[src/kbd_pkg.sv]
// Shared types for the PS/2 keyboard front end.
// Holds the received frame, the decoded key event and the host
// status word, plus the two scan code prefix bytes.

package kbd_pkg;

   // Prefix bytes of scan code set 2.
   localparam logic [7:0] PREFIX_EXT   = 8'hE0; // Extended key follows.
   localparam logic [7:0] PREFIX_BREAK = 8'hF0; // Key release follows.

   // One byte as taken off the line, before the parity check.
   typedef struct packed {
      logic [7:0] code;   // Data bits, LSB first on the wire.
      logic       parity; // Received parity bit.
   } ps2_frame_t;

   // One key action after prefix folding.
   // The release flag is named released since release is a keyword.
   typedef struct packed {
      logic       extended; // E0 came before the code.
      logic       released; // F0 came before the code.
      logic [7:0] code;     // Final scan code byte.
   } key_event_t;

   // Status word seen by the host.
   typedef struct packed {
      logic [7:0] parity_errors; // Saturates at FF.
      logic [7:0] line_errors;   // Saturates at FF.
      logic       overflow;      // Sticky until reset.
      logic       busy;          // A frame is being received.
   } kbd_status_t;

endpackage

[src/ps2_rx.sv]
// PS/2 line receiver.
// Synchronizes the clock and data lines, finds clean clock edges,
// shifts in data on falling edges and times the quiet gap that
// closes a frame. Flags truncated frames and a clock held low.
`timescale 1ns/1ps

module ps2_rx import kbd_pkg::*; #(
   parameter int FREQ     = 50000, // System clock in kHz.
   parameter int PS2_FREQ = 10     // PS/2 clock in kHz.
) (
   input  logic       clk,
   input  logic       reset,
   input  logic       ps2_clk,    // Raw keyboard clock.
   input  logic       ps2_data,   // Raw keyboard data.
   output ps2_frame_t frame,      // Valid while rdy is high.
   output logic       rdy,        // One-cycle frame pulse.
   output logic       busy,       // Bits of a frame have arrived.
   output logic       line_error  // One-cycle error pulse.
);

   // Quiet time that ends a frame, in system clock cycles.
   localparam int TIMEOUT = FREQ / PS2_FREQ;
   localparam int TW      = $clog2(TIMEOUT + 2);
   localparam logic [TW-1:0] QUIET_CNT = TW'(TIMEOUT);
   localparam logic [TW-1:0] IDLE_CNT  = TW'(TIMEOUT + 1);

   logic [4:0]    clk_r;         // Clock synchronizer and edge history.
   logic [1:0]    data_r;        // Data synchronizer.
   logic [9:0]    sc_r;          // Shift register, start bit falls out.
   logic [TW-1:0] timer_r;       // Cycles since the last clock edge.
   logic [3:0]    bitcnt_r;      // Falling edges seen in this frame.
   logic          rdy_r;
   logic          error_r;       // Receiver error flag.
   logic          error_pulse_r; // Rising edge of the error flag.

   logic fall_edge;
   logic rise_edge;
   logic clk_edge;
   logic timeout_hit;
   logic quiet;
   logic stuck_low;
   logic idle_high;
   logic error_c;

   // Two stable samples on each side of the transition.
   assign fall_edge = clk_r[4:1] == 4'b1100;
   assign rise_edge = clk_r[4:1] == 4'b0011;
   assign clk_edge  = fall_edge || rise_edge;

   // The timer stops one past TIMEOUT, so the timeout events fire once.
   assign timeout_hit = timer_r == QUIET_CNT;
   assign quiet       = timeout_hit && clk_r[1];  // Clock released and still.
   assign stuck_low   = timeout_hit && !clk_r[1]; // Clock held low too long.
   assign idle_high   = (timer_r == IDLE_CNT) && clk_r[1];

   // Set on a stuck clock or on a partial frame, cleared once the line idles.
   always_comb
   begin
      if (stuck_low || (quiet && bitcnt_r != 4'd0 && bitcnt_r != 4'd11))
         error_c = 1'b1;
      else if (idle_high)
         error_c = 1'b0;
      else
         error_c = error_r;
   end

   always_ff @(posedge clk)
   begin
      if (reset)
      begin
         clk_r         <= 5'b11111; // Line assumed idle high.
         data_r        <= 2'b11;
         timer_r       <= '0;
         bitcnt_r      <= 4'd0;
         rdy_r         <= 1'b0;
         error_r       <= 1'b0;
         error_pulse_r <= 1'b0;
      end
      else
      begin
         clk_r  <= {clk_r[3:0], ps2_clk};
         data_r <= {data_r[0], ps2_data};

         if (clk_edge)
            timer_r <= '0;
         else if (timer_r != IDLE_CNT)
            timer_r <= timer_r + 1'b1;

         // Count bits, and drop a partial count on quiet or error.
         if (fall_edge)
            bitcnt_r <= bitcnt_r + 4'd1;
         else if (quiet || error_r)
            bitcnt_r <= 4'd0;

         rdy_r         <= quiet && (bitcnt_r == 4'd11); // Full 11-bit frame.
         error_r       <= error_c;
         error_pulse_r <= error_c && !error_r;
      end
   end

   // Data is taken from the synchronized line on the clock's falling edge.
   always_ff @(posedge clk)
   begin
      if (fall_edge)
         sc_r <= {data_r[1], sc_r[9:1]};
   end

   // After 11 shifts: stop in bit 9, parity in bit 8, data in 7:0.
   assign frame      = '{code: sc_r[7:0], parity: sc_r[8]};
   assign rdy        = rdy_r;
   assign busy       = bitcnt_r != 4'd0;
   assign line_error = error_pulse_r;

   // A frame either completes or fails, never both on one cycle.
   a_rdy_err_exclusive: assert property (
      @(posedge clk) disable iff (reset) !(rdy && line_error)
   ) else $error("rdy and line_error high together");

endmodule

[src/scancode_decoder.sv]
// Scan code decoder.
// Checks odd parity of each frame, folds the E0 and F0 prefixes
// into a single key event and counts parity and line errors.
`timescale 1ns/1ps

module scancode_decoder import kbd_pkg::*; (
   input  logic       clk,
   input  logic       reset,
   input  ps2_frame_t frame,         // From the receiver.
   input  logic       rdy,           // Frame strobe.
   input  logic       line_error,    // Receiver error strobe.
   output key_event_t key_event,     // Valid with event_strobe.
   output logic       event_strobe,
   output logic [7:0] parity_errors,
   output logic [7:0] line_errors
);

   logic       ext_r;           // E0 seen, waiting for the code.
   logic       brk_r;           // F0 seen, waiting for the code.
   key_event_t event_r;
   logic       strobe_r;
   logic [7:0] parity_errors_r;
   logic [7:0] line_errors_r;

   logic parity_ok;
   logic is_prefix;

   // Odd parity over data and parity bit.
   assign parity_ok = ^{frame.code, frame.parity};
   assign is_prefix = (frame.code == PREFIX_EXT) || (frame.code == PREFIX_BREAK);

   always_ff @(posedge clk)
   begin
      if (reset)
      begin
         ext_r           <= 1'b0;
         brk_r           <= 1'b0;
         strobe_r        <= 1'b0;
         parity_errors_r <= 8'd0;
         line_errors_r   <= 8'd0;
      end
      else
      begin
         strobe_r <= rdy && parity_ok && !is_prefix;

         if (line_error)
         begin
            // A broken frame leaves the prefix chain meaningless.
            ext_r <= 1'b0;
            brk_r <= 1'b0;
            if (line_errors_r != 8'hFF)
               line_errors_r <= line_errors_r + 8'd1;
         end
         else if (rdy)
         begin
            if (!parity_ok)
            begin
               ext_r <= 1'b0; // Prefix before a bad byte is dropped.
               brk_r <= 1'b0;
               if (parity_errors_r != 8'hFF)
                  parity_errors_r <= parity_errors_r + 8'd1;
            end
            else if (frame.code == PREFIX_EXT)
               ext_r <= 1'b1;
            else if (frame.code == PREFIX_BREAK)
               brk_r <= 1'b1;
            else
            begin
               // Event emitted and the chain starts over.
               ext_r <= 1'b0;
               brk_r <= 1'b0;
            end
         end
      end
   end

   // Event payload qualified by strobe_r.
   always_ff @(posedge clk)
   begin
      if (rdy)
         event_r <= '{extended: ext_r, released: brk_r, code: frame.code};
   end

   assign key_event     = event_r;
   assign event_strobe  = strobe_r;
   assign parity_errors = parity_errors_r;
   assign line_errors   = line_errors_r;

   // Every event follows a single-cycle frame pulse on the cycle before.
   a_strobe_after_rdy: assert property (
      @(posedge clk) disable iff (reset) event_strobe |-> $past(rdy) && !$past(rdy, 2)
   ) else $error("event_strobe without a one-cycle frame pulse one cycle earlier");

endmodule

[src/key_event_fifo.sv]
// Key event queue.
// Show-ahead circular buffer: the head is read straight from
// storage while event_ready is high. A push into a full queue
// is dropped and sets a sticky overflow flag.
`timescale 1ns/1ps

module key_event_fifo import kbd_pkg::*; #(
   parameter int FIFO_DEPTH = 8 // Power of two.
) (
   input  logic       clk,
   input  logic       reset,
   input  key_event_t key_event,    // Incoming event.
   input  logic       event_strobe, // Push.
   input  logic       pop,          // Host read strobe.
   output key_event_t head,         // Oldest event.
   output logic       event_ready,  // Queue not empty.
   output logic       overflow      // An event was lost.
);

   localparam int AW = $clog2(FIFO_DEPTH);
   localparam logic [AW:0] FULL_COUNT = (AW + 1)'(FIFO_DEPTH);

   key_event_t    mem [FIFO_DEPTH]; // Event storage.
   logic [AW-1:0] wr_ptr_r;
   logic [AW-1:0] rd_ptr_r;
   logic [AW:0]   count_r;          // Occupancy, 0 to FIFO_DEPTH.
   logic          overflow_r;

   logic full;
   logic do_pop;
   logic do_push;

   assign full    = count_r == FULL_COUNT;
   assign do_pop  = pop && (count_r != '0); // Pop on empty is ignored.
   assign do_push = event_strobe && (!full || do_pop); // A pop frees a slot.

   always_ff @(posedge clk)
   begin
      if (reset)
      begin
         wr_ptr_r   <= '0;
         rd_ptr_r   <= '0;
         count_r    <= '0;
         overflow_r <= 1'b0;
      end
      else
      begin
         if (do_push)
            wr_ptr_r <= wr_ptr_r + 1'b1; // Wraps, depth is a power of two.
         if (do_pop)
            rd_ptr_r <= rd_ptr_r + 1'b1;

         case ({do_push, do_pop})
            2'b10:   count_r <= count_r + 1'b1;
            2'b01:   count_r <= count_r - 1'b1;
            default: count_r <= count_r; // Both or neither.
         endcase

         if (event_strobe && !do_push)
            overflow_r <= 1'b1; // Dropped event.
      end
   end

   always_ff @(posedge clk)
   begin
      if (do_push)
         mem[wr_ptr_r] <= key_event;
   end

   assign head        = mem[rd_ptr_r]; // Read-through.
   assign event_ready = count_r != '0;
   assign overflow    = overflow_r;

   a_count_bound: assert property (
      @(posedge clk) disable iff (reset) count_r <= FULL_COUNT
   ) else $error("queue occupancy above FIFO_DEPTH");

endmodule

[src/kbd_top.sv]
// PS/2 keyboard front end, top level.
// Chains receiver, decoder and event queue, and packs the host
// status word from their counters and flags.
`timescale 1ns/1ps

module kbd_top import kbd_pkg::*; #(
   parameter int FREQ       = 50000, // System clock in kHz.
   parameter int PS2_FREQ   = 10,    // PS/2 clock in kHz.
   parameter int FIFO_DEPTH = 8      // Event queue depth.
) (
   input  logic        clk,
   input  logic        reset,
   input  logic        ps2_clk,
   input  logic        ps2_data,
   input  logic        pop,         // Host takes the head event.
   output key_event_t  head,
   output logic        event_ready,
   output kbd_status_t status
);

   ps2_frame_t frame;
   logic       rdy;
   logic       rx_busy;
   logic       line_error;
   key_event_t key_event;
   logic       event_strobe;
   logic [7:0] parity_errors;
   logic [7:0] line_errors;
   logic       overflow;

   ps2_rx #(
      .FREQ     (FREQ),
      .PS2_FREQ (PS2_FREQ)
   ) ps2_rx_inst (
      .clk        (clk),
      .reset      (reset),
      .ps2_clk    (ps2_clk),
      .ps2_data   (ps2_data),
      .frame      (frame),
      .rdy        (rdy),
      .busy       (rx_busy),
      .line_error (line_error)
   );

   scancode_decoder scancode_decoder_inst (
      .clk           (clk),
      .reset         (reset),
      .frame         (frame),
      .rdy           (rdy),
      .line_error    (line_error),
      .key_event     (key_event),
      .event_strobe  (event_strobe),
      .parity_errors (parity_errors),
      .line_errors   (line_errors)
   );

   key_event_fifo #(
      .FIFO_DEPTH (FIFO_DEPTH)
   ) key_event_fifo_inst (
      .clk          (clk),
      .reset        (reset),
      .key_event    (key_event),
      .event_strobe (event_strobe),
      .pop          (pop),
      .head         (head),
      .event_ready  (event_ready),
      .overflow     (overflow)
   );

   // Host status word.
   assign status = '{parity_errors: parity_errors,
                     line_errors:   line_errors,
                     overflow:      overflow,
                     busy:          rx_busy};

endmodule

[config.mk]
export PLATFORM = sky130hd
export DESIGN_NAME = kbd_top
export DESIGN_NICKNAME = d
export VERILOG_FILES = /design/src/kbd_pkg.sv /design/src/ps2_rx.sv /design/src/scancode_decoder.sv /design/src/key_event_fifo.sv /design/src/kbd_top.sv
export SDC_FILE = /design/constraint.sdc
export NUM_CORES = 1
export LEC_CHECK = 0
export BUFFER_PORTS_ARGS = -buffer_cell sky130_fd_sc_hd__buf_2
export CORE_MARGIN = 2
export CORE_UTILIZATION = 65
export DETAILED_ROUTE_END_ITERATION = 12
export PLACE_DENSITY = 0.84
export SETUP_SLACK_MARGIN = 0.05
export SLEW_MARGIN = 30
export SYNTH_ARGS = -nofsm -noshare
export SYNTH_HDL_FRONTEND = slang
export SYNTH_SLANG_ARGS = --single-unit
export TNS_END_PERCENT = 30
[constraint.sdc]
create_clock -name clk -period 5.4 [get_ports clk]
set_clock_uncertainty 0.1 [all_clocks]
set_input_delay 0.81 -clock clk [delete_from_list [all_inputs] [get_ports clk]]
set_output_delay 0.81 -clock clk [all_outputs]
set_load 0.02 [all_outputs]
==> results.md <==
- The area added between synthesis and finish is 14.0%.
- The setup TNS after final layout is 0 ps.
- For this run, the detailed router's first-pass iteration total came to 4.
- Detailed routing inserted a total of 3710 vias.
- On the critical path, the stage with the largest delay is an instance of sky130_fd_sc_hd__dfxtp_1.
- Together, buffers and inverters on the worst path number 2.
- The required time of the critical path is 4490 ps.
- The fraction of layout cells with a size suffix above 1 is 0.240.
- The final-report hold violation count was 0.
- The post-synthesis share of cell area spent on full adders, half adders and majority gates is 0.0247.
- The commonest cells after synthesis are sky130_fd_sc_hd__edfxtp_1, sky130_fd_sc_hd__dfxtp_1, sky130_fd_sc_hd__nor2_1.
- The effective utilization at floorplan is 0.662.
- The first global-routing pass estimated 19000 um of wire.
- Dividing the detail-routed wire length by the instance count gives 18.7 um.
- The post-CTS resize count is 0.
- The number of antenna violations at the first check in global routing is 0.
- Across every metal layer, demand over resource in global routing totals 0.248.
- The flow ran to the end, and the final reports show no timing, DRC or antenna violations.
- After synthesis, the cell types taking the most area are sky130_fd_sc_hd__edfxtp_1, sky130_fd_sc_hd__dfxtp_1, sky130_fd_sc_hd__mux4_2.
- The maximum frequency from static timing analysis is 293 MHz.
- Summed over all layers, the routed wires come to 11800 um.
- The repair_antennas step left the layout with diodes totalling 0.
- The cell at the root of the clock tree is sky130_fd_sc_hd__clkbuf_8.
- The family with the most delay on the worst path is multiplexers.
- Internal power comes to 0.00219 W.
- The number of nets still failing antenna checks after routing is 0.
- The part of the total power dissipated in sequential elements is 0.467.
- In this run, synthesis inferred 100 flip-flops with an integrated enable.
- The reported leakage power is 2.53 nW.
- Setup repair after global routing left no endpoint under its margin.
- Of the total power, the share spent switching nets is 0.252.
- In this run the critical register-to-register path is captured at key_event_fifo_inst.count_r[3]$_SDFFE_PP0P_.
- The proportion of power drawn by combinational gates is 0.147.
- The register clock-pin slew on the reported worst setup and hold paths is 60 ps.
- The floorplan step defined a core boundary enclosing 0.00964 sq mm.
- In the post-synthesis netlist, the cell with the most instances is sky130_fd_sc_hd__edfxtp_1.
- The fraction of the core area covered by cells at the end of the flow is 0.755.
- Excluding fillers, the count of instances in the completed layout stands at 629.
- Counting along the longest clock path gives a buffer depth of 2.
- Summing all multi-input logic gate instances after layout gives 0.00212 sq mm.
- The area of the mapped netlist is 0.00638 sq mm.
- For the pin with the worst max-slew slack, the measured transition is 759 ps.
- The critical path endpoint category is an output pin.
- The share of synthesized registers carrying an async set or reset is 0.
- Of the total synthesized cell area, the portion taken by XOR and XNOR cells is 0.0441.
- The area fraction in compound gates after synthesis is 0.0461.
- The share of total power dissipated in the clock network is 0.386.
- Among all flip-flop cells after synthesis, the most frequent one is sky130_fd_sc_hd__edfxtp_1.
- The classification of the worst-slack hold path is register to register.
- The delay of the slowest critical-path stage is 600 ps.
- Port buffering added 33 buffers.
- After clock tree synthesis, the setup repair step added 0 buffers.
- The endpoint of the worst hold-timing path is ps2_rx_inst.sc_r[9]$_DFFE_PP_.
- The setup slack after placement is 2380 ps.
- The clock tree synthesis step divided the H-tree into 4 levels.
- Detailed placement ended at an HPWL of 7100 um.
- For this run, the number of Yosys warnings is 0.
- The floorplan die height is 103 um.
- The number of buffers inserted for hold repair after clock tree synthesis is 0.
- The startpoint identified for the worst register-to-register timing path is key_event_fifo_inst.count_r[3]$_SDFFE_PP0P_.
- Routability-driven placement finished with a final weighted congestion of 0.745.
- The aggregate global routing overflow is 0.
- After synthesis, the largest family of logic cells by area is simple AND/OR/NAND/NOR gates.
- Measured against the total synthesized area, the mux share comes to 0.102.
- The die is 103 um wide.
- The worst path in the final design needs a cycle of 3420 ps, including I/O delays and setup.
- The tree built by TritonCTS fans out to 160 sinks.
- In this run the power spent charging and discharging nets is 0.000735 W.
- The synthesized design contains 160 register bits.
- TritonCTS built the clock tree.
- The highest net fanout along the worst path is 14.
- The setup slack on the worst flop-to-flop path is 2640 ps.
- The power per standard cell area is 401 mW/mm^2.
- The cell row count is 36.
- The final number of max-transition violations came to 0.
- Setup violations remaining at the end of the flow were counted as 0.
- The share of the Yosys chip area taken by registers is 0.658.
- The max-cap check violation count is 0.
- The largest area contributor in the synthesized netlist is sky130_fd_sc_hd__edfxtp_1.
- For this design the top-level I/O count stands at 34.
- The register area is 0.00421 sq mm.
- The TritonCTS buffer count is 17.
- The type of the setup path with the least slack is register to output pin.
- Of the post-synthesis cell area, the dominant cell type holds 0.470.
- The via count of the first global-routing pass is 3688.
- The startpoint kind of the worst setup timing path is a register.
- The final critical-path setup slack is 1980 ps.
- The maximum VDD drop is 209 uV.
- In the finished design, the share of the clock period the worst path needs comes to 0.633.
- The depth of the worst register-to-register path is 9.
- The number of library cell types mapped by synthesis is 53.
- The number of nets handed over by synthesis was 461.
- Data arrives at the worst endpoint at 2510 ps.
- The simple-gate share of the synthesized area is 0.106.
- The clock reaches the later pin of the worst-skew pair after 530 ps.
- The synthesized instance count is 444.
- The worst-case headroom to the max-slew limit is 0.487.
- The DRC marker count from the first detailed-route iteration is 218.
- The layout filler cell count is 627.
- The total number of nets in the final design is 500.
- The pin count of the biggest net entering global routing is 46.
- The area of the die is 0.0106 sq mm.
- The worst hold path was traced through 0 stages.
- For this run, design rule violations remaining after detail routing come to 0.
- The number of instances in the placed design is 597.
- The post-synthesis area per instance is 14.4 sq um.
- Using the TritonRoute via totals, the vias-per-cell ratio works out to 5.90.
- The critical path goes through buf_4 -> mux4_2 -> mux2_2 -> buf_2.
- The startpoint of the worst hold path is ps2_rx_inst.data_r[1]$_SDFF_PP1_.
==> cell usage in the layout, fill, tap and decap left out, types with 3 or more instances in the layout <==
master / instances
sky130_fd_sc_hd__mux2i_1: 8
sky130_fd_sc_hd__nand4_1: 4
sky130_fd_sc_hd__nor3_1: 3
sky130_fd_sc_hd__mux4_2: 20
sky130_fd_sc_hd__o211ai_1: 3
sky130_fd_sc_hd__a21oi_1: 16
sky130_fd_sc_hd__nand2_1: 13
sky130_fd_sc_hd__nor2_1: 40
sky130_fd_sc_hd__nand3_1: 13
sky130_fd_sc_hd__clkinv_4: 3
sky130_fd_sc_hd__or2_2: 10
sky130_fd_sc_hd__nand2b_1: 7
sky130_fd_sc_hd__xor2_1: 14
sky130_fd_sc_hd__and3_1: 7
sky130_fd_sc_hd__buf_2: 33
sky130_fd_sc_hd__dfxtp_1: 59
sky130_fd_sc_hd__nor2_2: 6
sky130_fd_sc_hd__o21ai_0: 8
sky130_fd_sc_hd__clkbuf_16: 16
sky130_fd_sc_hd__xnor2_1: 13
sky130_fd_sc_hd__o31ai_1: 3
sky130_fd_sc_hd__nor2b_1: 3
sky130_fd_sc_hd__ha_1: 11
sky130_fd_sc_hd__mux2_2: 11
sky130_fd_sc_hd__edfxtp_1: 100
sky130_fd_sc_hd__clkinv_2: 3
sky130_fd_sc_hd__inv_1: 13
sky130_fd_sc_hd__or3_1: 7
==> power groups by stage <==
stage / Sequential, W / Clock, W / Combinational, W
final: 0.00136 / 0.00113 / 0.000428
after global routing: 0.00137 / 0.00120 / 0.000467
after CTS: 0.00136 / 0.00114 / 0.000430
after detailed placement: 0.00139 / 0 / 0.000413
after global placement: 0.00138 / 0 / 0.000399
after floorplan: 0.00136 / 0 / 0.000351
==> worst register-to-register path, delay by kind of cell, from the launching register on <==
| kind | cells | cell delay, ps |
|---|---|---|
| AOI/OAI and AO/OA | 3 | 1060 |
| muxes | 1 | 260 |
| xor gates and xnor gates | 1 | 160 |
| DFF | 1 | 350 |
| adders and majority gates | 1 | 270 |
| and+or+nand+nor | 2 | 330 |
| buffers and inverters | 1 | 70 |
==> through the flow <==
step / instance area [sq um] / hold slack (ps) / power, W
after CTS: 7260 / 304 / 0.00293
after detailed placement: 6700 / 289 / 0.00180
after global placement: 6680 / 289 / 0.00178
after floorplan: 6380 / 286 / 0.00171
after global routing: 7280 / 324 / 0.00303
final: 7280 / 305 / 0.00292
==> worst max-delay path by stage <==
| stage | start | to | slack, ps | cells past startpoint |
|---|---|---|---|---|
| after floorplan | register | head[0] | 2780 | 3 |
| after global placement | register | head[0] | 2570 | 4 |
| after detailed placement | key_event_fifo_inst.count_r[0]$_SDFFE_PP0P_ | key_event_fifo_inst.count_r[3]$_SDFFE_PP0P_ | 2380 | 9 |
| after CTS | register | head[0] | 1920 | 4 |
| after global routing | register | head[0] | 1820 | 4 |
| final | register | head[0] | 1980 | 4 |
==> flip-flops by register name (all words and copies together) (netlist names), named ones only <==
name and count:
scancode_decoder_inst.event_strobe 1, scancode_decoder_inst.key_event 10, ps2_rx_inst.error_r 1, ps2_rx_inst.rdy 1
scancode_decoder_inst.brk_r 1, ps2_rx_inst.sc_r 10, key_event_fifo_inst.mem 80, key_event_fifo_inst.overflow 1
key_event_fifo_inst.rd_ptr_r 3, key_event_fifo_inst.wr_ptr_r 3, ps2_rx_inst.clk_r 5, ps2_rx_inst.timer_r 13
scancode_decoder_inst.ext_r 1, ps2_rx_inst.bitcnt_r 4, scancode_decoder_inst.line_errors 8, ps2_rx_inst.data_r 2
scancode_decoder_inst.parity_errors 8, key_event_fifo_inst.count_r 4, ps2_rx_inst.line_error 1
==> cells by family (layout without fill, tap and decap cells) <==
| group | after synthesis | after routing |
|---|---|---|
| AOI/OAI and AO/OA | 45 | 45 |
| xor gates and xnor gates | 29 | 29 |
| adders and majority gates | 12 | 12 |
| buffers and inverters | 28 | 80 |
| DFF | 160 | 160 |
| muxes | 39 | 39 |
| and+or+nand+nor | 131 | 131 |
==> routing by layer <==
layer / GRT usage / share of wire
met5: 0 / 0
met4: 0.0901 / 0.019
met3: 0.0712 / 0.045
met1: 0.300 / 0.41
met2: 0.426 / 0.53
==> area by class of cell <==
class / instances / area share
repair buffers: 35 / 0.0248
clock buffers: 19 / 0.0579
multi-input cells: 256 / 0.291
clock inverters: 13 / 0.0189
well taps: 133 / 0.0229
flip-flops and latches: 160 / 0.578
inverters: 13 / 0.00670
No activity file was read; power rests on OpenSTA's default activity.
